<file path="config.mk">
export PLATFORM = sky130hd
export DESIGN_NAME = addr_check
export DESIGN_NICKNAME = d
export VERILOG_FILES = /design/src/verilog/ls_pkg.sv /design/src/verilog/addr_check.sv
export SDC_FILE = /design/constraint.sdc
export NUM_CORES = 1
export LEC_CHECK = 0
export BUFFER_PORTS_ARGS = -buffer_cell sky130_fd_sc_hd__buf_4
export CAP_MARGIN = 20
export CORE_AREA = 3 3 67 69
export CTS_CLUSTER_SIZE = 14
export DETAILED_ROUTE_END_ITERATION = 8
export DIE_AREA = 0 0 70 72
export MAX_ROUTING_LAYER = met4
export PLACE_DENSITY = 0.91
export SYNTH_ARGS = -nofsm -noshare
export SYNTH_HDL_FRONTEND = slang
export SYNTH_SLANG_ARGS = --single-unit
export TNS_END_PERCENT = 1
</file>
<file path="constraint.sdc">
create_clock -name clk -period 4.4 [get_ports clk]
set_input_delay 0.88 -clock clk [delete_from_list [all_inputs] [get_ports clk]]
set_output_delay 0.88 -clock clk [all_outputs]
set_load 0.01 [all_outputs]
</file>
<file path="src/verilog/ls_pkg.sv">
`default_nettype none

package ls_pkg;

    localparam int DATA_W = 32;
    localparam int BYTES  = DATA_W / 8;

    typedef enum logic [3:0] {
        LS_LB  = 4'd0,
        LS_LBU = 4'd1,
        LS_LH  = 4'd2,
        LS_LHU = 4'd3,
        LS_LW  = 4'd4,
        LS_LWL = 4'd5,
        LS_LWR = 4'd6,
        LS_SB  = 4'd7,
        LS_SH  = 4'd8,
        LS_SW  = 4'd9,
        LS_SWL = 4'd10,
        LS_SWR = 4'd11
    } ls_op_e;

    function automatic logic is_store(input ls_op_e op);
        return op inside {LS_SB, LS_SH, LS_SW, LS_SWL, LS_SWR};
    endfunction

    // Halfwords need an even address, words a zero low pair.
    // The unaligned word ops are exempt by design.
    function automatic logic misaligned(input ls_op_e op, input logic [1:0] addr_lo);
        logic bad;
        case (op)
            LS_LH, LS_LHU, LS_SH: begin
                bad = addr_lo[0];
            end
            LS_LW, LS_SW: begin
                bad = |addr_lo;
            end
            default: begin
                bad = 1'b0;
            end
        endcase
        return bad;
    endfunction

endpackage

`default_nettype wire

</file>
<file path="src/verilog/addr_check.sv">
`timescale 1ns/100ps
`default_nettype none

module addr_check #(
    parameter int FAULT_CNT_W = 8
) (
    input  wire                        clk,
    input  wire                        arst_n,
    input  wire                        req,
    input  wire ls_pkg::ls_op_e        op,
    input  wire [ls_pkg::DATA_W-1:0]   addr,
    input  wire                        kill,
    input  wire                        fault_clr,
    output logic                       addr_err,
    output logic                       fault,
    output logic [ls_pkg::DATA_W-1:0]  bad_addr,
    output logic [FAULT_CNT_W-1:0]     fault_cnt
);

    logic cnt_full;

    // A killed request never faults.
    assign addr_err = req & ~kill & ls_pkg::misaligned(op, addr[1:0]);
    assign cnt_full = &fault_cnt;

    always_ff @(posedge clk or negedge arst_n) begin
        if (!arst_n) begin
            fault <= 1'b0;
        end else begin
            fault <= addr_err;
        end
    end

    always_ff @(posedge clk or negedge arst_n) begin
        if (!arst_n) begin
            bad_addr <= '0;
        end else if (addr_err) begin
            bad_addr <= addr;                   // New fault beats a clear.
        end else if (fault_clr) begin
            bad_addr <= '0;
        end
    end

    // Saturating fault counter.
    always_ff @(posedge clk or negedge arst_n) begin
        if (!arst_n) begin
            fault_cnt <= '0;
        end else if (addr_err) begin
            if (!cnt_full) begin
                fault_cnt <= fault_cnt + 1'b1;
            end
        end else if (fault_clr) begin
            fault_cnt <= '0;
        end
    end

endmodule

`default_nettype wire

</file>
# Word-level counts from Yosys, hierarchy flattened
# Index checks and enable logic that the tools add are counted.
# classes
mux,6
n_lt_le_gt_ge,0
multipliers,0
eq_ne,6
n_shift,0
div_mod_pow,0
addsub,1
bitwise,3
n_reduce_logical,6
# ops
cell,n
32-bit two-way mux,2
8-bit two-way mux,3
8-bit by 1-bit adder with 8-bit output (second input constant),1
4-bit by 2-bit == test with 1-bit output (second input constant),2
4-bit == test (second input constant),2
8-bit AND reduction,1
4-bit by 3-bit == test with 1-bit output (second input constant),1
2-bit OR reduction,2
3-bit OR reduction,1
1-bit AND,2
2-bit inequality test (second input constant),1
1-bit case mux with 2 select lines,1
2-bit AND reduction,1
2-bit nonzero test,1
1-bit inverter,1
# word_totals
out_inout_bits,42
ff_bits,41
elab_cells,25
latchBits,0
rom_bits,0
mem_bits_rw,0
memories,0

# Logic depth before layout (Yosys ltp)
# logic_depth
word_depth,6
ltp_mapped,6

# Worst setup path after synthesis
# No wires, ideal clock.
# synth_path
path_kind,input to output
from,input op[0]
to,output addr_err
path_buffers,1
slack_ns,1.821
arrival_time_ns,1.699
cell_stages,5
t_required_ns,3.520
path_cell_list,nor4b_2 -> a22o_1 -> buf_6 -> nand2_4 -> inv_1
# synth_via
elab_chain_cells,4
word_cells_on_any_way,9
classes_between,eq/ne: 5; mux: 1; bitwise: 1; reduce/logical: 2
# synth_lines
element,line_no,text
from (decl),addr_check.sv:10,"input wire ls_pkg::ls_op_e op,"
4-bit by 2-bit == test with 1-bit output (tied with other cells),ls_pkg.sv:31,case (op)
3-bit OR reduction / 2-bit OR reduction (equally long branches),ls_pkg.sv:31,
1-bit case mux with 2 select lines *,ls_pkg.sv:31,
1-bit AND *,addr_check.sv:23,"assign addr_err = req & ~kill & ls_pkg::misaligned(op, addr[1:0]);"
to (decl),addr_check.sv:14,"output logic addr_err,"
# Every way passes the cells marked *; elsewhere a longest branch is shown, timed or not.

# Worst setup path in the final report
# layout_path
from,input kill
to,output addr_err
# layout_via
elab_chain_cells,3
# layout_lines
element,line_no,text
from (decl),addr_check.sv:12,"input wire kill,"
1-bit inverter,addr_check.sv:23,
1-bit AND (2 in series),addr_check.sv:23,
# No other way between the ends.

==> impl_metrics.toml <==
[sta]
fin_skew_ns = 0.003484
rsz0062_at_grt = "no"
slew_violations = 0
setup_tns_ns = 0
setup_viol = 0
fmax_mhz = 294.6
timing.slew.headroom_pct = 29.69
whs_ns = 0.5154
timing.final.crit_period_ns = 3.394
worst_pin_slew_ns = 1.053
final-hold-violation-count = 0
post-route-period-util_pct = 77.14

[flow_run]
maxCapViolCount = 0

[critical_path]
crit_type = "in -> out"
crit_start = "kill"
required_ns = 3.52
cpPeakStageDelay_ns = 0.32
reg2reg_slack_ns = 2.80
reg2reg_from = "fault_cnt[0]"
worst-path-buf-inv = 4
cp_common_cell = "buf_4"
cp-start-kind = "primary input"
crit_arrival_ns = 2.51
cp_max_fo = 37
critical-path-top-delay-family = "buffers and inverters"
crit_path_end_kind = "output port"
worst_path_max_delay_cell = "nor3b_1"
path_cells = "buf_4 > nor3b_1 > a22o_1 > buf_4 > nand2_4 > inv_1 > buf_4"

[clock_network]
root_buffer = "clkbuf_8"
hold_buffers = 0
htree_levels = 2
cts_tree = "built"
clock-sinks = 41
clock_latency_ns = 0.28
post_cts_buffers = 0
clockBufferDepth = 2
cts-resized-gates = 0
cts-buffers-inserted = 5
path_clk_slew_ns = 0.07

[yosys]
synth_top_area_share_pct = 51.74
async_flop_share_pct = 100.0
ys_seq_area_share_pct = 51.74
synth_ff_type = "dfrtp_1"
ys_ff_latch = 41
synth_edf_count = 0
syn-mean-instance-area_um2 = 11.40
synth_area_leaders = "dfrtp_1 52%, a31o_2 13%, and3_1 11%"
synth_nets = 216
ys_warn_count = 0
synth_cells = 174
synth.cell_area_um2 = 1983
synth_cell_types = 39
yosysTopAreaCell = "dfrtp_1"

[drt]
first_iter_violations = 143
wl_per_cell_um = 17.93
met3_length_um = 265
drt_first_pass_iters = 4
num_vias = 1795
routed_via_density = 5.944
met1Wirelength_mm = 2.198
drcViolationCount = 0
highest_layer = "met4"
antenna_left = 0
route.met2.wl_mm = 2.915
wl_mm = 5.416

[pwr]
p_total_uw = 814.6
p_per_area_nw_per_um2 = 301.8
cellLeakagePower_nw = 1.482
ir_drop_v = 0.0002301

[global_route]
grt_pass1_wl_mm = 8.756
grt_pass1_vias = 1814
grt_usage_pct = 22.07
overflow = 0
grt_start_max_net_pins = 42
antenna_found_initial = 0

[placement]
dp_hpwl_mm = 3.717
port-buffer-count = 82
placedCellCount = 294
placed_area_um2 = 2582
gp_congestion = 0.8926

[layout]
instances_no_fill = 302
nets = 293
final_area_um2 = 2699
layout-drive-gt1-share_pct = 50.40
synthToLayoutAreaGrowth_pct = 36.09
diodes = 0

[outcome]
outcome = "complete, no violations"

[die]
dieArea_um2 = 5040
die_y_um = 72
coreArea_um2 = 3971
io_pins = 83
rows = 23
start_util_pct = 49.94
dieWidth_um = 70

[min_path]
hp-class = "reg -> reg"
hp-start = "bad_addr[0]"
## cell families (layout without fill, tap and decap cells)
kind of cell | count (synthesis) | in the layout | share of synthesized area (%)
simple gates | 60 | 60 | 18.61
compound gates | 54 | 54 | 23.03
flops | 41 | 41 | 51.73
buf+inv | 16 | 94 | 5.110
xor+xnor | 2 | 2 | 0.8834
fa+ha+maj | 1 | 1 | 0.6308
## layer usage
layer | GRT usage, % | up-vias
li1 | - | 828
met1 | 26.95 | 900
met2 | 38.20 | 65
met3 | 4.432 | 2
met4 | 4.894 | 0
met5 | - | -
## path summary, 6_finish.rpt
kind,depth (start not counted),to
worst max-delay path,7,addr_err
worst min-delay path,1,bad_addr[0]
worst max register to register,5,fault_cnt[3]
worst min register to register,1,bad_addr[0]
max in group asynchronous,1,fault_cnt[4]
min in group asynchronous,1,bad_addr[12]
## sequential cells by signal, indices dropped and copies added, names as in the netlist
register and flops:
bad_addr 32, fault 1, fault_cnt 8
## cell type report
type,count,area [um^2]
clock buffers,7,86.33
clock inverters,1,30.03
fillers,338,1272
inverters,2,7.507
multi-input cells,117,855.8
flip-flops and latches,41,1026
well taps,50,62.56
repair buffers,84,630.6
## cells in the final DEF, fill, tap and decap left out, types with 3 or more instances in the layout
cell type and n:
nand2_1 5, a31o_2 29, and3_1 34, buf_4 84
o21ai_0 5, dfrtp_1 41, nand3_1 3, nor4_1 3
clkbuf_8 6
## cell usage after synthesis (2+ instances only)
cell type,instances
a211oi_1,2
a221o_1,2
a22o_1,2
a31o_2,29
a31oi_1,2
and2_1,2
and3_1,34
buf_6,5
clkbuf_1,6
clkbuf_2,2
dfrtp_1,41
inv_1,2
nand2_1,5
nand3_1,3
nand4_1,2
nor2_1,2
nor3_1,2
nor4_1,3
o211ai_1,2
o21ai_0,5
o221a_2,2
xor2_1,2
## through the flow
step                util [%]  setup slack (ns)
CTS                    67.96             1.014
finish                 67.96             1.006
global route           67.96            0.8561
floorplan                  -             1.821
detailed placement     65.03             1.014
global placement       65.03             1.095
## power by group
part / total (mW) / switching, mW / leakage, nW / internal [mW]
clock: 0.312 / 0.127 / 0.0585 / 0.185
combinational: 0.107 / 0.0528 / 0.856 / 0.0546
sequential: 0.395 / 0.00743 / 0.567 / 0.388
(Power assumes the default switching activity.)
