===== config.mk =====
export PLATFORM = sky130hd
export DESIGN_NAME = mem_ctrl
export DESIGN_NICKNAME = d
export VERILOG_FILES = /design/src/verilog/ls_pkg.sv /design/src/verilog/mem_ctrl.sv
export SDC_FILE = /design/constraint.sdc
export NUM_CORES = 1
export LEC_CHECK = 0
export ABC_AREA = 1
export BUFFER_PORTS_ARGS = -buffer_cell sky130_fd_sc_hd__buf_4
export CAP_MARGIN = 20
export CORE_UTILIZATION = 50
export DETAILED_ROUTE_END_ITERATION = 12
export PLACE_DENSITY = 0.95
export SLEW_MARGIN = 20
export SYNTH_ARGS = -nofsm -noshare
export SYNTH_HDL_FRONTEND = slang
export SYNTH_SLANG_ARGS = --single-unit

===== constraint.sdc =====
create_clock -name vclk -period 1.7
set_input_delay 0.085 -clock vclk [all_inputs]
set_output_delay 0.085 -clock vclk [all_outputs]
set_load 0.02 [all_outputs]

===== src/verilog/ls_pkg.sv =====
`default_nettype none

package ls_pkg;

    localparam int DATA_W = 32;
    localparam int BYTES  = DATA_W / 8;

    typedef enum logic [3:0] {
        LS_LB  = 4'd0,
        LS_LBU = 4'd1,
        LS_LH  = 4'd2,
        LS_LHU = 4'd3,
        LS_LW  = 4'd4,
        LS_LWL = 4'd5,
        LS_LWR = 4'd6,
        LS_SB  = 4'd7,
        LS_SH  = 4'd8,
        LS_SW  = 4'd9,
        LS_SWL = 4'd10,
        LS_SWR = 4'd11
    } ls_op_e;

    function automatic logic is_store(input ls_op_e op);
        return op inside {LS_SB, LS_SH, LS_SW, LS_SWL, LS_SWR};
    endfunction

    // Halfwords need an even address, words a zero low pair.
    // The unaligned word ops are exempt by design.
    function automatic logic misaligned(input ls_op_e op, input logic [1:0] addr_lo);
        logic bad;
        case (op)
            LS_LH, LS_LHU, LS_SH: begin
                bad = addr_lo[0];
            end
            LS_LW, LS_SW: begin
                bad = |addr_lo;
            end
            default: begin
                bad = 1'b0;
            end
        endcase
        return bad;
    endfunction

endpackage

`default_nettype wire


===== src/verilog/mem_ctrl.sv =====
`timescale 1ns/100ps
`default_nettype none

module mem_ctrl #(
    parameter int ADDR_W = 8
) (
    input  wire                        req,
    input  wire ls_pkg::ls_op_e        op,
    input  wire [ls_pkg::DATA_W-1:0]   addr,
    input  wire [ls_pkg::DATA_W-1:0]   rt_data,
    input  wire                        kill,
    input  wire                        addr_err,
    output logic                       ram_en,
    output logic [ls_pkg::BYTES-1:0]   ram_wen,
    output logic [ADDR_W-1:0]          ram_addr,
    output logic [ls_pkg::DATA_W-1:0]  ram_wdata,
    output logic                       ld_go
);

    logic [1:0]               lo;
    logic                     store;
    logic [ls_pkg::BYTES-1:0] lane_en;

    assign lo       = addr[1:0];
    assign store    = ls_pkg::is_store(op);
    assign ram_en   = req & ~kill & ~addr_err;
    assign ld_go    = ram_en & ~store;
    assign ram_wen  = {ls_pkg::BYTES{ram_en & store}} & lane_en;
    assign ram_addr = addr[ADDR_W+1:2];     // Word address.

    // Lane 0 holds the byte at offset 0.
    always_comb begin
        lane_en   = '0;
        ram_wdata = '0;
        case (op)
            ls_pkg::LS_SB: begin
                lane_en   = 4'b0001 << lo;
                ram_wdata = {4{rt_data[7:0]}};
            end
            ls_pkg::LS_SH: begin
                lane_en   = lo[1] ? 4'b1100 : 4'b0011;
                ram_wdata = {2{rt_data[15:0]}};
            end
            ls_pkg::LS_SW: begin
                lane_en   = 4'b1111;
                ram_wdata = rt_data;
            end
            ls_pkg::LS_SWL: begin
                // High bytes of rt go to the lanes at and below the offset.
                case (lo)
                    2'b00: begin
                        lane_en   = 4'b0001;
                        ram_wdata = {24'b0, rt_data[31:24]};
                    end
                    2'b01: begin
                        lane_en   = 4'b0011;
                        ram_wdata = {16'b0, rt_data[31:16]};
                    end
                    2'b10: begin
                        lane_en   = 4'b0111;
                        ram_wdata = {8'b0, rt_data[31:8]};
                    end
                    default: begin
                        lane_en   = 4'b1111;
                        ram_wdata = rt_data;
                    end
                endcase
            end
            ls_pkg::LS_SWR: begin
                // Low bytes of rt go to the lanes at and above the offset.
                case (lo)
                    2'b00: begin
                        lane_en   = 4'b1111;
                        ram_wdata = rt_data;
                    end
                    2'b01: begin
                        lane_en   = 4'b1110;
                        ram_wdata = {rt_data[23:0], 8'b0};
                    end
                    2'b10: begin
                        lane_en   = 4'b1100;
                        ram_wdata = {rt_data[15:0], 16'b0};
                    end
                    default: begin
                        lane_en   = 4'b1000;
                        ram_wdata = {rt_data[7:0], 24'b0};
                    end
                endcase
            end
            default: begin
            end
        endcase
    end

endmodule

`default_nettype wire

# == After elaboration in Yosys (flattened, before gate mapping) ==
# Cells that the tools add are included.
# word_totals
ff_bits,0
latchBits,0
ram_bits,0
mem_bits_ro,0
inputBits,71
output_inout_bits,46
word_cells,25
memories,0
# classes
addsub,0
mul,0
div_mod_pow,0
n_lt_le_gt_ge,0
eq_ne,7
shift,1
mux,7
bitwise,8
reduce_logical,2
# ops
operator,n
32-bit one-hot mux with 3 select lines,2
32-bit one-hot mux with 5 select lines,1
4-bit one-hot mux with 5 select lines,1
"4-bit == test, second input constant",4
4-bit one-hot mux with 3 select lines,1
3-bit one-hot mux with 3 select lines,1
5-bit nonzero test,1
1-bit AND,4
4-bit AND,1
"4-bit by 3-bit == test with 1-bit output, second input constant",1
4-bit 2-to-1 mux,1
"1-bit by 2-bit left shift with 4-bit output, first input constant",1
1-bit inverter,3
"2-bit by 1-bit == test with 1-bit output, second input constant",1
"2-bit == test, second input constant",1
2-bit zero test,1

# == Logic depth before layout (Yosys ltp) ==
# Gate-level depths: netlist of the first run.
# logic_depth
depth_word,5
depth_mapped,9
mapped_depth_nobuf,8

# == Worst setup path before layout of the first run ==
# OpenSTA, ideal clock, no wires.
# synth_timing
path_kind,input -> output
startpoint,input kill
endpoint,output ram_wen[0] (netlist bit)
arrival_ps,1294
t_required_ps,1615
slack_ps,321
path_stages,3
path_buffers,0
cell_sequence,nor3b_1 -> nand2_1 -> a21oi_1
# synth_via
elab_chain_len,5
# synth_rtl
item,line,source
start: declaration,mem_ctrl.sv:11,"input wire kill,"
1-bit inverter,mem_ctrl.sv:26,assign ram_en = req & ~kill & ~addr_err;
1-bit AND (2 in series),mem_ctrl.sv:26,
1-bit AND,mem_ctrl.sv:28,assign ram_wen = {ls_pkg::BYTES{ram_en & store}} & lane_en;
4-bit AND,mem_ctrl.sv:28,
end: declaration,mem_ctrl.sv:14,"output logic [ls_pkg::BYTES-1:0] ram_wen,"
# Every way passes these cells.

# == Final worst setup path of the first run ==
# layout_timing
startpoint,input op[2]
endpoint,output ram_wdata[15] (netlist bit)
# layout_via
elab_chain_len,2
elab_cells_between_ends,6
classes_between,eq/ne (5); mux (1)
# layout_rtl
item,line,source
start: declaration,mem_ctrl.sv:8,"input wire ls_pkg::ls_op_e op,"
4-bit == test / 4-bit by 3-bit == test with 1-bit output (equally long branches),mem_ctrl.sv:35,case (op)
32-bit one-hot mux with 5 select lines *,mem_ctrl.sv:35,
end: declaration,mem_ctrl.sv:16,"output logic [ls_pkg::DATA_W-1:0] ram_wdata,"
# Mark *: on every way between the ends. The rest lies on a longest branch, timed or not.

==> results.json, run 1 <==
{
  "dr_total_vias": 3028,
  "wl_per_cell_um": 13.5,
  "path_class": "in -> out",
  "grt_max_degree": 21,
  "min_period_ns": 1.52,
  "antenna_left": 0,
  "dieArea_um2": 4070,
  "combPwrFrac": 1.000,
  "synth_cell_types": 21,
  "switching_power_w": 0.000371,
  "place_hpwl_um": 5060,
  "drc": 0,
  "postCtsSetupRepairBufs": 0,
  "finalSetupViolCount": 0,
  "die_w_um": 63.8,
  "wirelength_um": 6930,
  "synth_fp_nets": 473,
  "seq_power_share": 0,
  "std_cell_rows": 22,
  "drt_iter0_drc": 470,
  "ys_seq_area_frac": 0,
  "p_total_w": 0.000608,
  "syn_inst": 402,
  "start_kind": "input port",
  "clkPwrFrac": 0,
  "p_per_area_nw_per_um2": 247,
  "portBuffers": 79,
  "place.gp.congestion": 0.997,
  "regArea_um2": 0,
  "status": "complete, no violations",
  "grt_antenna_before_repair": 0,
  "required_ns": 1.62,
  "max-slew-margin-rel": 0.748,
  "drive_above_1_share": 0.249,
  "antennaDiodeCount": 0,
  "crit_path_end_kind": "output pin",
  "areaGrowthSynthToFinish_pct": 28.8,
  "drv_cap": 0,
  "hold_path_class": "in -> out",
  "peakVddDrop_v": 0.000194,
  "crit_arrival_ns": 1.44,
  "initial_core_util": 0.522,
  "routed_via_density": 5.90,
  "final.period_utilization": 0.896,
  "max_freq_mhz": 657,
  "first_global_vias": 2652,
  "max_slew.worst_pin.slew_ns": 0.378,
  "nClkBuffers": 0,
  "slew_viol_final": 0,
  "startpoint": "op[2]",
  "post_synth.cell_area_avg_um2": 4.75,
  "crit_fanout": 10,
  "grt_pass1_wl_um": 11400,
  "boundaryPins": 117,
  "firstDrtPassIters": 7,
  "cellLeakagePower_nw": 1.36,
  "whs_ns": 0.170,
  "post_cts_resized": 0,
  "layout.nets": 538,
  "final_hold_viol_count": 0,
  "grt_usage": 0.337,
  "mappedNetlistArea_um2": 1910,
  "yosys_warnings": 0,
  "nFlopsAndLatches": 0,
  "stdcell_count": 513,
  "coreArea_um2": 3660,
  "internal_power_w": 0.000237,
  "place_inst": 513,
  "crit_path_end": "ram_wdata[15]",
  "setup_tns_ns": 0,
  "fp.dieH_um": 63.8,
  "swShare": 0.610,
  "cts_hold_buf": 0,
  "rsz0062_at_grt": "false",
  "grt.overflow.total": 0
}
==> cell families (layout without fill, tap and decap cells) <==
| kind of cell | Yosys count | count (layout) | synth area share |
|---|---|---|---|
| buffers and inverters | 65 | 128 | 0.182 |
| AND/OR/NAND/NOR | 303 | 303 | 0.729 |
| AO/OA/AOI/OAI | 34 | 34 | 0.0891 |
==> synthesized netlist by cell type, drive strengths merged <==
master | count | area share
buf | 32 | 0.12
nand3 | 103 | 0.27
nand3b | 7 | 0.028
nand4 | 7 | 0.023
a21oi | 4 | 0.010
inv | 33 | 0.065
nor2 | 46 | 0.11
o21ai | 30 | 0.079
nand2 | 136 | 0.28
and3 | 1 | 0.0033
or2 | 2 | 0.0066
nor3b | 1 | 0.0039
==> how the worst min path moves through the flow <==
stage               slack [ns]  startpoint          end  cells past startpoint
global route              0.17     addr[9]  ram_addr[7]                      0
global placement          0.17     addr[5]  ram_addr[3]                      0
CTS                       0.17     addr[5]  ram_addr[3]                      0
detailed placement        0.17     addr[5]  ram_addr[3]                      0
finish                    0.17     addr[2]  ram_addr[0]                      0
floorplan                 0.26    addr_err       ram_en                      1
==> critical path, cell delays in order <==
cell	delay [ns]
buf_4	0.12
nor2_4	0.26
nand2_1	0.27
o21ai_0	0.36
nor2_1	0.09
nand3_1	0.10
buf_4	0.15
==> layout make-up <==
class / instances / area, um^2
Fill cell: 341 / 1200
Multi-Input combinational cell: 337 / 1560
Tap cell: 48 / 60.1
Timing Repair Buffer: 95 / 713
Inverter: 33 / 124
==> power groups by stage <==
stage / Combinational [W] / Sequential (W) / Clock (W)
after floorplan: 0.000366 / 0 / 0
after global placement: 0.000581 / 0 / 0
after detailed placement: 0.000593 / 0 / 0
after CTS: 0.000594 / 0 / 0
after global routing: 0.000654 / 0 / 0
final: 0.000608 / 0 / 0
==> cells in the final DEF, fill, tap and decap left out, drive strengths merged <==
| cell type | n |
|---|---|
| inv | 33 |
| nand4 | 7 |
| o21ai | 30 |
| and3 | 1 |
| or2 | 2 |
| nand3b | 7 |
| nand3 | 103 |
| nor3b | 1 |
| a21oi | 4 |
| nand2 | 136 |
| nor2 | 46 |
| buf | 95 |
==> metrics by stage <==
stage	util	setup slack (ns)	cell area, um^2
final	0.672	0.177	2460
after global routing	0.672	0.139	2460
after CTS	0.672	0.265	2460
after detailed placement	0.672	0.263	2460
after global placement	0.672	0.279	2460
after floorplan	-	0.321	1910
==> metal layers <==
metal,track usage,part of all wire
met1,0.433,0.36
met2,0.570,0.47
met3,0.0286,0.14
met4,0.142,0.027
met5,0,0
Power figures use the tool's default switching activity.
==> inputs of run 2 (changes only) <==
CORE_UTILIZATION = 46   (was 50)
PLACE_DENSITY = 0.9   (was 0.95)
clock period = 1.6 ns   (was 1.7 ns; I/O delays follow)
==> run 2 against run 1 <==
Sequential cell count unchanged. Die area grew 8.4%. Worst hold slack lost 0.010 ns. Via count shrank 1.9%. First-iteration DRC count rose by 3.2%. Highest routed layer unchanged.
==> results.json, run 2 (synthesis results as in run 1) <==
{
  "post_cts_resized": 0,
  "coreArea_um2": 4000,
  "p_per_area_nw_per_um2": 260,
  "std_cell_rows": 23,
  "first_global_vias": 2592,
  "final_hold_viol_count": 0,
  "wl_per_cell_um": 13.4,
  "die_w_um": 66.4,
  "fp.dieH_um": 66.4,
  "gr-usage-met1": 0.411,
  "nFillCells": 395,
  "place.gp.congestion": 1.04,
  "cts_hold_buf": 0,
  "wirelength_um": 6970,
  "status": "complete, no violations",
  "final_core_util": 0.626,
  "max-slew-margin-rel": 0.721,
  "finalSetupViolCount": 0,
  "max_slew.worst_pin.slew_ns": 0.418,
  "crit_arrival_ns": 1.32,
  "place_inst": 519,
  "crit_fanout": 8,
  "grt_pass1_wl_um": 11400,
  "dr_total_vias": 2970,
  "min_period_ns": 1.40,
  "routed_via_density": 5.72,
  "required_ns": 1.52,
  "nFlopsAndLatches": 0,
  "antennaDiodeCount": 0,
  "start_kind": "input port",
  "path_class": "in -> out",
  "firstDrtPassIters": 6,
  "hold_path_class": "in -> out",
  "antenna_left": 0,
  "max_freq_mhz": 712,
  "drt_iter0_drc": 485,
  "whs_ns": 0.160,
  "final.period_utilization": 0.878,
  "setup_tns_ns": 0,
  "use_met3": 0.0241,
  "peakVddDrop_v": 0.000155,
  "grt_max_degree": 20,
  "slew_viol_final": 0,
  "drive_above_1_share": 0.256,
  "multi_input_area_um2": 1560,
  "drv_cap": 0,
  "top_usage_layer": "met2",
  "grt_antenna_before_repair": 0,
  "grt.overflow.total": 0,
  "grt_use_met2": 0.557,
  "portBuffers": 79,
  "postCtsSetupRepairBufs": 0,
  "nClkBuffers": 0,
  "initial_core_util": 0.477,
  "drc": 0,
  "place_hpwl_um": 5210,
  "dieArea_um2": 4410,
  "layout_common_cells": "nand2_1, nand3_1, buf_4, nor2_1, inv_1",
  "stdcell_count": 519,
  "areaGrowthSynthToFinish_pct": 31.1,
  "grt_usage": 0.319,
  "cellLeakagePower_nw": 1.38,
  "final_common_cell": "nand2_1",
  "crit_path_end_kind": "output pin",
  "boundaryPins": 117,
  "rsz0062_at_grt": "false",
  "layout.nets": 542,
  "regArea_um2": 0
}
==> run 2: layout make-up <==
type               instances  area share
multi-input cells        337       0.624
inverters                 33      0.0495
repair buffers            99       0.302
well taps                 50      0.0250
==> run 2: critical path, stage by stage <==
cell and delay, ns:
buf_4 0.12, nand2_1 0.09, inv_1 0.22, nand2_1 0.17, nand2_2 0.22, nand2_1 0.11
nand2_1 0.08, nor2_1 0.04, nand2_1 0.06, buf_4 0.14
==> run 2: final timing paths <==
kind,from,end,slack (ns),cells after the start
worst max-delay path,op[1],ram_wdata[19],0.20,10
worst min-delay path,addr[3],ram_addr[1],0.16,0
==> run 2: through the flow <==
step	setup slack, ns	instance area, um^2	total power (W)
floorplan	0.231	1910	0.000389
global placement	0.274	2500	0.000628
detailed placement	0.242	2500	0.000638
CTS	0.236	2500	0.000640
global route	0.0960	2500	0.000706
finish	0.195	2500	0.000652
==> run 2: layer usage <==
layer | up-vias | wire length, um
li1 | 1443 | -
met1 | 1291 | 2690
met2 | 214 | 3340
met3 | 22 | 805
met4 | 0 | 127
met5 | - | 0
==> run 2: where the power goes <==
| part | switching (W) | total, W | internal (W) |
|---|---|---|---|
| clock network | 0 | 0 | 0 |
| registers | 0 | 0 | 0 |
| logic | 0.000391 | 0.000652 | 0.000261 |
| total | 0.000391 | 0.000652 | 0.000261 |
==> inputs of run 3 (changes only) <==
ABC_AREA = default   (was 1)
CORE_UTILIZATION = 44   (was 46)
==> run 3 against run 2 <==
Sequential cell count unchanged. Final cell count fell by 35%. Combinational power decreased by 4.0%. Worst setup slack got worse by 0.12 ns. Global-route usage fell by 4.5 points. Critical path type unchanged. Largest power group unchanged.
==> results.json, run 3 <==
{
  "max_slew.worst_pin.slew_ns": 0.555,
  "required_ns": 1.52,
  "wirelength_um": 5930,
  "grt_pass1_wl_um": 9140,
  "nFlopsAndLatches": 0,
  "yosysTopAreaCellShare": 0.133,
  "status": "complete, no violations",
  "synth_top_cell_by_area": "and3b_1",
  "dieArea_um2": 3990,
  "drt_iter0_drc": 233,
  "synthTopCellsByCount": "o21ai_0, and3b_1, inv_1",
  "grt_antenna_before_repair": 0,
  "rsz0062_at_grt": "false",
  "synth.area.top_cells": "and3b_1, mux4_2, o21ai_0, a22o_1, inv_1",
  "syn_inst": 223,
  "place_inst": 338,
  "place_hpwl_um": 4300,
  "crit_path_end_kind": "output pin",
  "start_kind": "input port",
  "boundaryPins": 117,
  "max_freq_mhz": 655,
  "synth_compound_area_frac": 0.383,
  "portBuffers": 79,
  "fp.dieH_um": 63.2,
  "std_cell_rows": 21,
  "grt.overflow.total": 0,
  "drv_cap": 0,
  "final.period_utilization": 0.954,
  "routed_via_density": 6.40,
  "peakVddDrop_v": 0.000151,
  "first_global_vias": 1952,
  "antennaDiodeCount": 0,
  "min_period_ns": 1.53,
  "synth_simple_gate_area_share": 0.329,
  "synthMuxAreaShare": 0.124,
  "coreArea_um2": 3470,
  "postCtsSetupRepairBufs": 0,
  "finalSetupViolCount": 0,
  "synth-xor-area-share": 0.00532,
  "post_synth.cell_area_avg_um2": 7.38,
  "firstDrtPassIters": 5,
  "layout_setup_ws_ns": 0.0730,
  "synth_top_family_by_area": "compound AO/OA/AOI/OAI gates",
  "pre_cts_ws_ns": -0.0574,
  "p_per_area_nw_per_um2": 263,
  "place.gp.congestion": 0.834,
  "synthMostInstantiatedCell": "o21ai_0",
  "mappedNetlistArea_um2": 1650,
  "grt_max_degree": 34,
  "regArea_um2": 0,
  "final_common_cell": "buf_4",
  "drc": 0,
  "synth_fp_nets": 294,
  "hold_path_class": "in -> out",
  "final_core_util": 0.688,
  "nClkBuffers": 0,
  "layout.nets": 366,
  "setup_tns_ns": 0,
  "grt_usage": 0.274,
  "die_w_um": 63.2,
  "synth_fa_ha_area_frac": 0,
  "wl_per_cell_um": 17.5,
  "dr_total_vias": 2170,
  "synth_cell_types": 44,
  "ys_seq_area_frac": 0,
  "areaGrowthSynthToFinish_pct": 44.9,
  "cellLeakagePower_nw": 1.16,
  "drive_above_1_share": 0.399,
  "final_hold_viol_count": 0,
  "antenna_left": 0,
  "slew_viol_final": 0,
  "initial_core_util": 0.474,
  "layout_common_cells": "buf_4, and3b_1, o21ai_0, inv_1, nand3_1",
  "path_class": "in -> out",
  "stdcell_count": 339,
  "max-slew-margin-rel": 0.630,
  "crit_fanout": 22,
  "yosys_warnings": 0,
  "crit_arrival_ns": 1.45
}
run 3: cell types whose count changed after synthesis, sizes merged, moves of 8 or more:
cell,delta
nor2,-44
mux4,+8
clkbuf,+11
a22o,+9
nand3,-91
buf,-10
inv,-12
nand2,-131
and3b,+25
o2111ai,+9
run 3: where the power goes:
part | leakage (nW) | switching (W) | internal [W] | total [W]
Sequential | 0 | 0 | 0 | 0
Clock | 0 | 0 | 0 | 0
Combinational | 1.16 | 0.000323 | 0.000303 | 0.000626
Total | 1.16 | 0.000323 | 0.000303 | 0.000626
run 3: logic make-up after synthesis:
family | Yosys count
buf+inv | 54
mux | 10
xor+xnor | 1
compound gates | 85
simple gates | 73
run 3: path summary, 6_finish.rpt:
path                       endpoint  cells past startpoint  slack, ns     from
worst max-delay path  ram_wdata[10]                      6       0.07    op[2]
worst min-delay path    ram_addr[5]                      0       0.16  addr[7]
run 3: repair_timing:
item                       4_1_cts  5_1_grt
pin swaps                        0        3
hold buffers                     0        0
gates cloned                     0        1
resized for setup                3        3
setup endpoints to repair        8       10
run 3: layout make-up:
| cell class | count | area (um^2) |
|---|---|---|
| Inverter | 21 | 78.8 |
| Multi-Input combinational cell | 170 | 1420 |
| Fill cell | 300 | 1080 |
| Tap cell | 46 | 57.6 |
| Timing Repair Buffer | 102 | 832 |
run 3: critical path: stages:
cell and delay (ns):
buf_4 0.16, nor4bb_4 0.50, buf_12 0.22, a32o_1 0.17
a221o_1 0.15, buf_4 0.15
run 3: per-layer routing:
layer,vias up,part of all wire,GRT usage
li1,1025,-,-
met1,1022,0.41,0.344
met2,114,0.50,0.487
met3,9,0.079,0.0362
met4,0,0.013,0.0698
met5,-,0,0
run 3: through the flow:
stage	total power, W	instance area (um^2)	hold slack [ns]
final	0.000626	2380	0.160
after global routing	0.000665	2380	0.160
after CTS	0.000614	2380	0.160
after detailed placement	0.000611	2370	0.160
after floorplan	0.000350	1660	0.251
after global placement	0.000597	2370	0.160
