`src/verilog/ls_pkg.sv`:
```
`default_nettype none

package ls_pkg;

    localparam int DATA_W = 32;
    localparam int BYTES  = DATA_W / 8;

    typedef enum logic [3:0] {
        LS_LB  = 4'd0,
        LS_LBU = 4'd1,
        LS_LH  = 4'd2,
        LS_LHU = 4'd3,
        LS_LW  = 4'd4,
        LS_LWL = 4'd5,
        LS_LWR = 4'd6,
        LS_SB  = 4'd7,
        LS_SH  = 4'd8,
        LS_SW  = 4'd9,
        LS_SWL = 4'd10,
        LS_SWR = 4'd11
    } ls_op_e;

    function automatic logic is_store(input ls_op_e op);
        return op inside {LS_SB, LS_SH, LS_SW, LS_SWL, LS_SWR};
    endfunction

    // Halfwords need an even address, words a zero low pair.
    // The unaligned word ops are exempt by design.
    function automatic logic misaligned(input ls_op_e op, input logic [1:0] addr_lo);
        logic bad;
        case (op)
            LS_LH, LS_LHU, LS_SH: begin
                bad = addr_lo[0];
            end
            LS_LW, LS_SW: begin
                bad = |addr_lo;
            end
            default: begin
                bad = 1'b0;
            end
        endcase
        return bad;
    endfunction

endpackage

`default_nettype wire

```
`src/verilog/load_align.sv`:
```
`timescale 1ns/100ps
`default_nettype none

module load_align (
    input  wire                        clk,
    input  wire                        arst_n,
    input  wire                        ld_go,
    input  wire ls_pkg::ls_op_e        op,
    input  wire [1:0]                  addr_lo,
    input  wire [ls_pkg::DATA_W-1:0]   rt_data,
    input  wire [ls_pkg::DATA_W-1:0]   ram_rdata,
    output logic                       rsp_valid,
    output logic [ls_pkg::DATA_W-1:0]  rsp_data
);

    ls_pkg::ls_op_e            op_q;
    logic [1:0]                lo_q;
    logic [ls_pkg::DATA_W-1:0] rt_q;
    logic [7:0]                ld_byte;
    logic [15:0]               ld_half;

    always_ff @(posedge clk or negedge arst_n) begin
        if (!arst_n) begin
            rsp_valid <= 1'b0;
        end else begin
            rsp_valid <= ld_go;
        end
    end

    // Load context, lined up with the RAM read register.
    always_ff @(posedge clk) begin
        if (ld_go) begin
            op_q <= op;
            lo_q <= addr_lo;
            rt_q <= rt_data;
        end
    end

    assign ld_byte = ram_rdata[8*lo_q +: 8];
    assign ld_half = lo_q[1] ? ram_rdata[31:16] : ram_rdata[15:0];

    always_comb begin
        case (op_q)
            ls_pkg::LS_LB: begin
                rsp_data = {{24{ld_byte[7]}}, ld_byte};
            end
            ls_pkg::LS_LBU: begin
                rsp_data = {24'b0, ld_byte};
            end
            ls_pkg::LS_LH: begin
                rsp_data = {{16{ld_half[15]}}, ld_half};
            end
            ls_pkg::LS_LHU: begin
                rsp_data = {16'b0, ld_half};
            end
            ls_pkg::LS_LWL: begin
                // Bytes at and below the offset fill the top of rt.
                case (lo_q)
                    2'b00:   rsp_data = {ram_rdata[7:0],  rt_q[23:0]};
                    2'b01:   rsp_data = {ram_rdata[15:0], rt_q[15:0]};
                    2'b10:   rsp_data = {ram_rdata[23:0], rt_q[7:0]};
                    default: rsp_data = ram_rdata;
                endcase
            end
            ls_pkg::LS_LWR: begin
                // Bytes at and above the offset fill the bottom of rt.
                case (lo_q)
                    2'b00:   rsp_data = ram_rdata;
                    2'b01:   rsp_data = {rt_q[31:24], ram_rdata[31:8]};
                    2'b10:   rsp_data = {rt_q[31:16], ram_rdata[31:16]};
                    default: rsp_data = {rt_q[31:8],  ram_rdata[31:24]};
                endcase
            end
            default: begin
                rsp_data = ram_rdata;           // LW.
            end
        endcase
    end

endmodule

`default_nettype wire

```
`config.mk`:
```
export PLATFORM = sky130hd
export DESIGN_NAME = load_align
export DESIGN_NICKNAME = d
export VERILOG_FILES = /design/src/verilog/ls_pkg.sv /design/src/verilog/load_align.sv
export SDC_FILE = /design/constraint.sdc
export NUM_CORES = 1
export LEC_CHECK = 0
export ABC_AREA = 1
export BUFFER_PORTS_ARGS = -buffer_cell sky130_fd_sc_hd__buf_2
export CAP_MARGIN = 25
export CELL_PAD_IN_SITES_DETAIL_PLACEMENT = 1
export CELL_PAD_IN_SITES_GLOBAL_PLACEMENT = 2
export CORE_MARGIN = 3
export CORE_UTILIZATION = 27
export DETAILED_ROUTE_END_ITERATION = 12
export PLACE_DENSITY = 0.93
export SYNTH_ARGS = -nofsm -noshare
export SYNTH_HDL_FRONTEND = slang
export SYNTH_SLANG_ARGS = --single-unit
```
`constraint.sdc`:
```
create_clock -name clk -period 1.4 [get_ports clk]
set_input_delay 0 -clock clk [delete_from_list [all_inputs] [get_ports clk]]
set_output_delay 0 -clock clk [all_outputs]
set_load 0.005 [all_outputs]
```
* Word-level counts from Yosys, hierarchy flattened *
Index checks and enable logic that the tools add are counted.
W data, S select, Z words.

storage, ports and cells
  register bits after elaboration = 39
  bits of input ports = 73
  output and inout port bits = 33
  logic and storage cells = 18

operators by class
  eq/ne operators = 7
  shift operators = 1
  mux-type cells = 4
  reductions and logical operators = 2

operators with widths
  operator              number
  $pmux W32 S3          2
  $pmux W32 S6          1
  $shiftx A32 B6 Y8     1
  $mux W16              1
  $eq A4 B2 Y1 const B  2
  $eq A4 B3 Y1 const B  2
  $eq A4 B1 Y1 const B  1
  $logic_not A4 Y1      1
  $eq A2 B1 Y1 const B  1
  $eq A2 B2 Y1 const B  1
  $logic_not A2 Y1      1

* Depth between registers and ports, before layout *
Gate-level depths: netlist (run 1).

  word-level depth = 3
  mapped depth = 10
  gate-level depth less buffers = 9

* Worst setup path after synthesis (run 1) *
OpenSTA, ideal clock, no wires.

  kind = register to output
  start point = reg op_q[1]
  end point = out rsp_data[16] (netlist bit)
  arrival = 1.266 ns
  data required time = 1.400 ns
  path slack = 0.134 ns
  stages on the path, launching flop included = 9
  path buffers = 1
  cell sequence = edfxtp_1 > inv_2 > nor2_1 > nand2_1 > nand3_2 > inv_2 > clkbuf_1 > nand2_1 > nand3_1

between the ends
  cells in the longest elaborated chain, start to end = 2
  elaborated cells on any way between the ends = 7
  classes of those cells = 5 x eq/ne; 1 x mux; 1 x reduce/logical

ends and longest elaborated chain
  element                               line              source
  from (decl)                           load_align.sv:16  ls_pkg::ls_op_e op_q;
  from (signal assigned)                load_align.sv:33  op_q <= op;
  $eq A4 B3 Y1 (tied with other cells)  load_align.sv:43  case (op_q)
  $pmux W32 S6 *                        load_align.sv:43
  to (decl)                             load_align.sv:13  output logic [ls_pkg::DATA_W-1:0] rsp_data

Mark *: on every way between the ends. The rest lies on a longest branch, timed or not.

* Worst setup path after layout (run 1) *
  start point = reg lo_q[1]
  end point = out rsp_data[17] (netlist bit)

between the ends
  cells in the longest elaborated chain, start to end = 3
  elaborated cells on any way between the ends = 8
  classes of those cells = 2 x eq/ne; 1 x shift; 4 x mux; 1 x reduce/logical

ends and longest elaborated chain
  element                                                                    line              source
  from (decl)                                                                load_align.sv:17  logic [1:0] lo_q;
  from (signal assigned)                                                     load_align.sv:34  lo_q <= addr_lo;
  parallel branches: the longest is 2 deep, another holds $shiftx A32 B6 Y8  --
  $pmux W32 S6 *                                                             load_align.sv:43

Every way passes the cells marked *.

==> results of run 1 <==
[power groups by stage]
| stage | registers, W | logic [W] | clock network [W] |
|---|---|---|---|
| floorplan | 0.00144 | 0.000718 | 0 |
| global placement | 0.00146 | 0.00145 | 0 |
| detailed placement | 0.00147 | 0.00149 | 0 |
| CTS | 0.00144 | 0.00200 | 0.00110 |
| global route | 0.00145 | 0.00249 | 0.00116 |
| finish | 0.00144 | 0.00235 | 0.00110 |
[layout by cell type (no fill, tap or decap), types with 2 or more instances in the layout]
master	synthesis	layout
buf_12	0	12
nand2_8	0	4
dlygate4sd3_1	0	39
o21ai_0	35	13
edfxtp_1	38	38
inv_6	0	2
buf_4	3	50
o21a_1	7	7
inv_2	7	7
o21ai_1	2	17
buf_2	19	104
nand2_1	217	156
nand2_4	0	29
nor2_4	1	13
inv_1	46	43
o211ai_1	7	7
buf_16	0	6
nand3_4	1	10
buf_8	0	4
nand3_1	95	55
nor2_1	56	29
buf_6	4	23
o21ai_2	1	5
nor2_2	2	17
clkbuf_16	0	5
o21ai_4	0	3
nand3_2	1	32
nand2_2	9	37
inv_8	0	2
nand4_1	7	7
[metrics by stage]
stage | std cells | power [W] | cell area, um2 | setup TNS, ps
finish | 953 | 0.00489 | 6520 | -14800
global route | 953 | 0.00510 | 6520 | -17670
CTS | 947 | 0.00454 | 6110 | -12090
detailed placement | 881 | 0.00296 | 4710 | -4960
global placement | 881 | 0.00291 | 4710 | -3240
floorplan | 565 | 0.00216 | 3510 | 0
[cell type report]
class	instances	area [um2]	share of cell area, %
inverter	54	228	3.49
clock buffer	6	129	1.98
timing repair buffer	239	2020	30.9
tap	172	215	3.30
sequential	39	1170	17.9
multi-input combinational	443	2770	42.4
[sequential cells by signal, indices dropped and copies added, names as in the netlist]
signal / count
lo_q: 2
rt_q: 32
rsp_valid: 1
op_q: 4
[cells by family after synthesis]
| kind of cell | synth area share, % |
|---|---|
| AOI/OAI and AO/OA | 8.74 |
| buffers and inverters | 10.8 |
| DFF | 33.2 |
| and+or+nand+nor | 47.2 |
[worst paths after layout]
check / depth (start not counted) / endpoint / slack [ps] / startpoint
worst min-delay path: 2 / rsp_valid / 20 / arst_n
min in group clk: 1 / rt_q[18] / 140 / ld_go
max in group asynchronous: 2 / rsp_valid / 1290 / arst_n
worst max-delay path: 11 / rsp_data[17] / -550 / lo_q[1]
[what timing repair did]
action,in CTS,in global routing
gates cloned,8,0
endpoints found under the hold margin,39,0
setup endpoints to repair,32,32
setup buffers,14,7
pin swaps,51,58
resized for setup,166,107
hold buffers,39,0
[layer usage]
layer | GRT usage (%) | wire length, um
met5 | 0 | 0
met4 | 14.5 | 1390
met3 | 5.23 | 1680
met2 | 45.3 | 10700
met1 | 29.9 | 7890
==> results.yml, run 1 <==
clock_network:
  root_buffer: "clkbuf_16"
  cts_max_path_buffers: 2
  cts_buffers: 5
  clk_pin_slew_worst_paths_ps: 60
  htreeDepth: 2
  cts_tree: "built"
  cts_sinks: 39
setup_path:
  cpMaxStageDelayCell: "edfxtp_1"
  end_kind: "output port"
  max_stage_delay_ps: 370
  crit_chain: "buf_6 -> buf_12 -> nand2_8 -> buf_12 -> nor2_2 -> nor2_1 -> nand2_1 -> nand2_1 -> nor2_1 -> nand3_1 -> buf_2"
  required_ps: 1400
  worstSetupStartpointType: "flip-flop"
  cp_num_buf_inv: 4
  path_delay_family: "buffers and inverters"
  crit_type: "reg -> out"
  cp.arrival_ps: 1950
  worst-path-max-fanout: 8
yosys:
  synth_area_um2: 3510
  yosys.area.top_type_share_pct: 32.5
  avgSynthCellArea_um2: 6.21
  ys_seq_area_share_pct: 33.2
  synth-seq-cells: 39
  ys_warn_count: 0
  synth_most_common_cell: "nand2_1"
  synth.largest_area_cell: "edfxtp_1"
  synth_flop_cell: "edfxtp_1"
  synth_nets: 638
  syn_inst: 565
  synth_common_cells: "nand2_1, nand3_1, nor2_1"
  ys_types: 25
  synthTopCellsByArea: "edfxtp_1, nand2_1, nand3_1"
  synth-edff-count: 38
  async_flop_share_pct: 2.56
detailed_routing:
  vias: 5283
  avgRoutedWirePerCell_um: 22.7
  remaining_drc_errors: 0
  wirelength_mm: 21.7
  first_pass_iters: 5
  ant_nets: 0
  viasPerCell: 5.54
  drt_iter0_markers: 434
power:
  ir_worst_vdd_v: 0.000652
  switching_share_pct: 37.8
  power.share.sequential_pct: 29.5
  pwr-share-clk_pct: 22.4
  power_leakage_nw: 3.15
  p_per_area_nw_per_um2: 750
  switchingPower_w: 0.00185
  internal_power_w: 0.00305
  combPwrFrac_pct: 48.1
timing:
  rsz0062_at_grt: "true"
  layout_setup_ws_ps: -549
  finalCriticalPeriod_ps: 1950
  whs_ps: 22.5
  max_freq_mhz: 513
  setup_viol: 32
  worst_pin_slew_ps: 349
  finalHoldViolations: 0
  maxSlewViolCount: 0
  fin_crit_sh_pct: 139
  worst_slew_margin_rel_pct: 76.7
place:
  gp_congestion: 0.995
  place.detailed.hpwl_mm: 12.7
  portBuffers: 105
  place_ws_ps: -219
global_route:
  gr-total-overflow: 0
  grt_pass1_vias: 5556
  gr-usage-all-layers_pct: 26.1
  antenna_found_initial: 0
  grt_pass1_wl_mm: 29.4
  grt_max_degree: 28
final_layout:
  nFillCells: 1546
  post_route_cells_drive_above_1_share_pct: 47.0
  diodes: 0
  nets: 855
  final_util_pct: 51.5
  syn_to_final_growth_pct: 85.9
outcome:
  status: "complete, but fails checks"
  violations: "negative setup slack"
floorplanning:
  core_area_um2: 12700
  start_util_pct: 27.7
  die_x_um: 120
  row_count: 41
  die_area_um2: 14400
  boundaryPins: 106
  dieHeight_um: 120
job:
  cap_violations: 0
min_path:
  holdCritPathClass: "in -> async"
Power figures use the tool's default switching activity.
==> inputs of run 2 (changes only) <==
--- a/config.mk
+++ b/config.mk
@@ -13,7 +13,8 @@
 export CORE_MARGIN = 3
 export CORE_UTILIZATION = 27
 export DETAILED_ROUTE_END_ITERATION = 12
-export PLACE_DENSITY = 0.93
+export PLACE_DENSITY = 0.92
+export RECOVER_POWER = 25
 export SYNTH_ARGS = -nofsm -noshare
 export SYNTH_HDL_FRONTEND = slang
 export SYNTH_SLANG_ARGS = --single-unit
==> results.yml, run 2 (same netlist as run 1, synthesis figures left out) <==
floorplanning:
  die_area_um2: 14400
  boundaryPins: 106
  core_area_um2: 12700
  dieHeight_um: 120
  row_count: 41
  die_x_um: 120
  start_util_pct: 27.7
setup_path:
  required_ps: 1400
  cpMaxStageDelayCell: "edfxtp_1"
  cp.arrival_ps: 1910
  end_kind: "output port"
  crit_type: "reg -> out"
  worst-path-max-fanout: 6
  crit_chain: "buf_4 -> buf_2 -> buf_4 -> o21ai_0 -> nand3_1 -> nand2_1 -> nand2_1 -> nor2_1 -> nand3_1 -> buf_2"
  cp_num_buf_inv: 4
  path_delay_family: "buffers and inverters"
  worstSetupStartpointType: "flip-flop"
  startpoint: "lo_q[1]"
  max_stage_delay_ps: 510
clock_network:
  htreeDepth: 2
  cts_tree: "built"
  cts_buffers: 5
  cts_max_path_buffers: 2
  cts_sinks: 39
  root_buffer: "clkbuf_16"
  clk_pin_slew_worst_paths_ps: 70
detailed_routing:
  wl_met3_um: 949
  wl_met2_mm: 9.00
  remaining_drc_errors: 0
  routed.top_layer: "met4"
  vias: 4768
  viasPerCell: 5.10
  drt_iter0_markers: 397
  ant_nets: 0
  m1WireLength_mm: 7.43
  first_pass_iters: 5
  wirelength_mm: 17.8
  avgRoutedWirePerCell_um: 19.1
place:
  gp_congestion: 0.950
  portBuffers: 105
  place.detailed.hpwl_mm: 12.8
power:
  ir_worst_vdd_v: 0.000570
  power_leakage_nw: 2.81
  p_per_area_nw_per_um2: 838
  finalPower_w: 0.00479
final_layout:
  diodes: 0
  largest_reg_flops: 32
  nets: 834
  post_route_cells_drive_above_1_share_pct: 33.5
  max_flop_register: "rt_q"
  top_regs: "rt_q (32), op_q (4), lo_q (2)"
  syn_to_final_growth_pct: 62.9
  layout_commonest_cell: "nand2_1"
  mostFrequentLayoutCells: "nand2_1, buf_2, nand3_1"
min_path:
  hold_depth: 4
  holdCritPathClass: "in -> out"
  min_to: "rsp_data[26]"
  hp-start: "ram_rdata[26]"
job:
  cap_violations: 0
timing:
  fin_crit_sh_pct: 136
  max_freq_mhz: 523
  worst_pin_slew_ps: 905
  whs_ps: 382
  rsz0062_at_grt: "true"
  maxSlewViolCount: 0
  setup_viol: 57
  worst_slew_margin_rel_pct: 39.7
  finalCriticalPeriod_ps: 1910
  finalHoldViolations: 0
  layout_setup_ws_ps: -510
  setup_tns_ps: -15140
global_route:
  gr-total-overflow: 0
  antenna_found_initial: 0
  grt_pass1_vias: 4983
  grt_pass1_wl_mm: 26.6
  grt_max_degree: 32
  gr-usage-all-layers_pct: 23.9
outcome:
  status: "complete, but fails checks"
  violations: "negative setup slack"
-- run 2: through the flow --
step	setup WS, ps	cell area (um2)	instances	util [%]
2_1_floorplan	134	3510	565	-
3_3_place_gp	-143	4660	873	36.8
3_5_place_dp	-227	4660	873	36.8
4_1_cts	-471	5390	928	42.5
5_1_grt	-597	5720	934	45.1
6_report	-510	5720	934	45.1
-- run 2: worst max-delay path by stage --
stage	end	slack, ps	cells past startpoint
after floorplan	rsp_data[16]	130	8
after global placement	rsp_data[0]	-140	8
after detailed placement	rsp_data[0]	-230	8
after CTS	rsp_data[29]	-470	8
after global routing	rsp_data[29]	-600	9
final	rsp_data[16]	-510	10
-- run 2: layout make-up --
cell class              instances  area [um2]
flip-flops and latches         39        1170
well taps                     172         215
clock buffers                   6         129
clock inverters                 2        60.1
multi-input cells             443        2230
inverters                      54         223
repair buffers                218        1690
fillers                      1626        6960
-- run 2: where the power goes --
group          switching, W  internal [W]
clock              0.000498       0.00102
combinational       0.00102      0.000796
sequential        0.0000587       0.00139
-- run 2: routing by layer --
metal,track usage (%),up-vias
li1,-,2229
met1,30.2,2314
met2,42.6,194
met3,2.73,31
met4,6.94,0
met5,0,-
-- run 2: what timing repair did --
item,CTS,global route
hold buffers,40,0
gates cloned,1,2
hold endpoints to repair,39,0
setup endpoints to repair,32,32
pin swaps,2,19
resized for setup,21,68
buffers inserted,6,4
==> inputs of run 3 (changes only) <==
--- a/config.mk
+++ b/config.mk
@@ -10,11 +10,13 @@
 export CAP_MARGIN = 25
 export CELL_PAD_IN_SITES_DETAIL_PLACEMENT = 1
 export CELL_PAD_IN_SITES_GLOBAL_PLACEMENT = 2
+export CORE_ASPECT_RATIO = 1.25
 export CORE_MARGIN = 3
 export CORE_UTILIZATION = 27
 export DETAILED_ROUTE_END_ITERATION = 12
 export PLACE_DENSITY = 0.92
 export RECOVER_POWER = 25
+export SLEW_MARGIN = 20
 export SYNTH_ARGS = -nofsm -noshare
 export SYNTH_HDL_FRONTEND = slang
 export SYNTH_SLANG_ARGS = --single-unit
==> results.yml, run 3 (same netlist as run 1, synthesis figures left out) <==
outcome:
  status: "complete, but fails checks"
  violations: "negative hold slack, negative setup slack"
final_layout:
  nFillCells: 1531
  nets: 860
  top_regs: "rt_q (32), op_q (4), lo_q (2)"
  mostFrequentLayoutCells: "nand2_1, buf_2, nand3_1, buf_4, nand2_2"
  max_flop_register: "rt_q"
  layout_commonest_cell: "nand2_1"
  syn_to_final_growth_pct: 85.7
  largest_reg_flops: 32
  seqCellArea_um2: 1170
  multi_input_area_um2: 2640
  post_route_cells_drive_above_1_share_pct: 47.1
  fin_cells: 952
  diodes: 0
setup_path:
  max_stage_delay_ps: 510
  crit_chain: "inv_2 -> nand2_4 -> nor2_4 -> buf_12 -> buf_16 -> nand3_2 -> nand2_2 -> nor2_1 -> nand3_1 -> buf_2"
  cpMaxStageDelayCell: "edfxtp_1"
  cp.arrival_ps: 1880
  worstSetupStartpointType: "flip-flop"
  crit_type: "reg -> out"
  end_kind: "output port"
  required_ps: 1400
  worst-path-max-fanout: 5
timing:
  whs_ps: -7.32
  setup_tns_ps: -13910
  worst_pin_slew_ps: 1020
  layout_setup_ws_ps: -482
  fin_crit_sh_pct: 134
  worst_slew_margin_rel_pct: 32.2
  setup_viol: 32
  maxSlewViolCount: 0
  rsz0062_at_grt: "true"
  max_freq_mhz: 531
  finalHoldViolations: 1
  finalCriticalPeriod_ps: 1880
power:
  p_per_area_nw_per_um2: 774
  power_leakage_nw: 3.13
  ir_worst_vdd_v: 0.000494
floorplanning:
  boundaryPins: 106
  die_area_um2: 14400
  dieHeight_um: 133
  row_count: 45
  die_x_um: 108
  core_area_um2: 12400
  start_util_pct: 28.2
detailed_routing:
  avgRoutedWirePerCell_um: 20.5
  wirelength_mm: 19.6
  ant_nets: 0
  remaining_drc_errors: 0
  vias: 4928
  viasPerCell: 5.18
  drt_iter0_markers: 303
  first_pass_iters: 5
clock_network:
  cts_buffers: 5
  cts_sinks: 39
  clk_pin_slew_worst_paths_ps: 60
  cts_max_path_buffers: 2
  htreeDepth: 2
  root_buffer: "clkbuf_16"
  cts_tree: "built"
global_route:
  gr-total-overflow: 0
  grt_max_degree: 40
  gr-usage-all-layers_pct: 25.8
  antenna_found_initial: 0
  grt_pass1_wl_mm: 28.4
  grt_pass1_vias: 5199
place:
  portBuffers: 105
  place.detailed.hpwl_mm: 12.6
  gp_congestion: 0.917
  place_inst: 870
job:
  cap_violations: 0
min_path:
  holdCritPathClass: "in -> async"
[run 3: worst max-delay path, delay by kind of cell (launching register included)]
kind          cells  cell delay, ps
simple gates      6             550
flops             1             510
buf+inv           4             530
[run 3: worst max-delay path by stage]
stage | startpoint | to | slack, ps | cells after the start
6_report | op_q[3] | rsp_data[25] | -480 | 10
5_1_grt | op_q[3] | rsp_data[12] | -590 | 10
4_1_cts | lo_q[1] | rsp_data[15] | -400 | 12
3_5_place_dp | lo_q[1] | rsp_data[29] | -210 | 10
3_3_place_gp | lo_q[1] | rsp_data[8] | -160 | 9
2_1_floorplan | op_q[1] | rsp_data[16] | 130 | 8
[run 3: metrics by stage]
stage          setup WS [ps]  area [um2]  utilization, %  hold WS [ps]  power [W]
5_1_grt                 -587        6510            52.3          33.7    0.00526
4_1_cts                 -401        6040            48.5         0.735    0.00478
3_3_place_gp            -156        4670            37.5          -226    0.00293
6_report                -482        6510            52.3         -7.32    0.00504
3_5_place_dp            -212        4670            37.5          -222    0.00296
2_1_floorplan            134        3510               -          -296    0.00216
[run 3: what timing repair did]
action                                 in CTS  in global routing
setup endpoints to repair                  32                 32
cloned                                      8                  4
pin swaps                                  39                 48
endpoints found under the hold margin      39                  0
gates resized for setup                   133                117
setup buffers                              23                  4
hold buffers                               39                  0
[run 3: layout make-up]
cell class | instances | share of cell area [%]
clock buffers | 5 | 1.92
clock inverters | 3 | 0.653
inverters | 54 | 3.73
multi-input cells | 443 | 40.5
flip-flops and latches | 39 | 17.9
well taps | 164 | 3.15
repair buffers | 244 | 32.2
[run 3: metal layers]
layer	wire length, um	global-route usage [%]	vias to the layer above
li1	-	-	2289
met1	7760	30.3	2416
met2	10100	45.7	170
met3	793	3.83	53
met4	886	11.5	0
met5	0	0	-
[run 3: power by group]
| part | internal, W | total (W) | switching (W) |
|---|---|---|---|
| Sequential | 0.00139 | 0.00145 | 0.0000649 |
| Clock | 0.000843 | 0.00137 | 0.000526 |
| Combinational | 0.00101 | 0.00222 | 0.00121 |
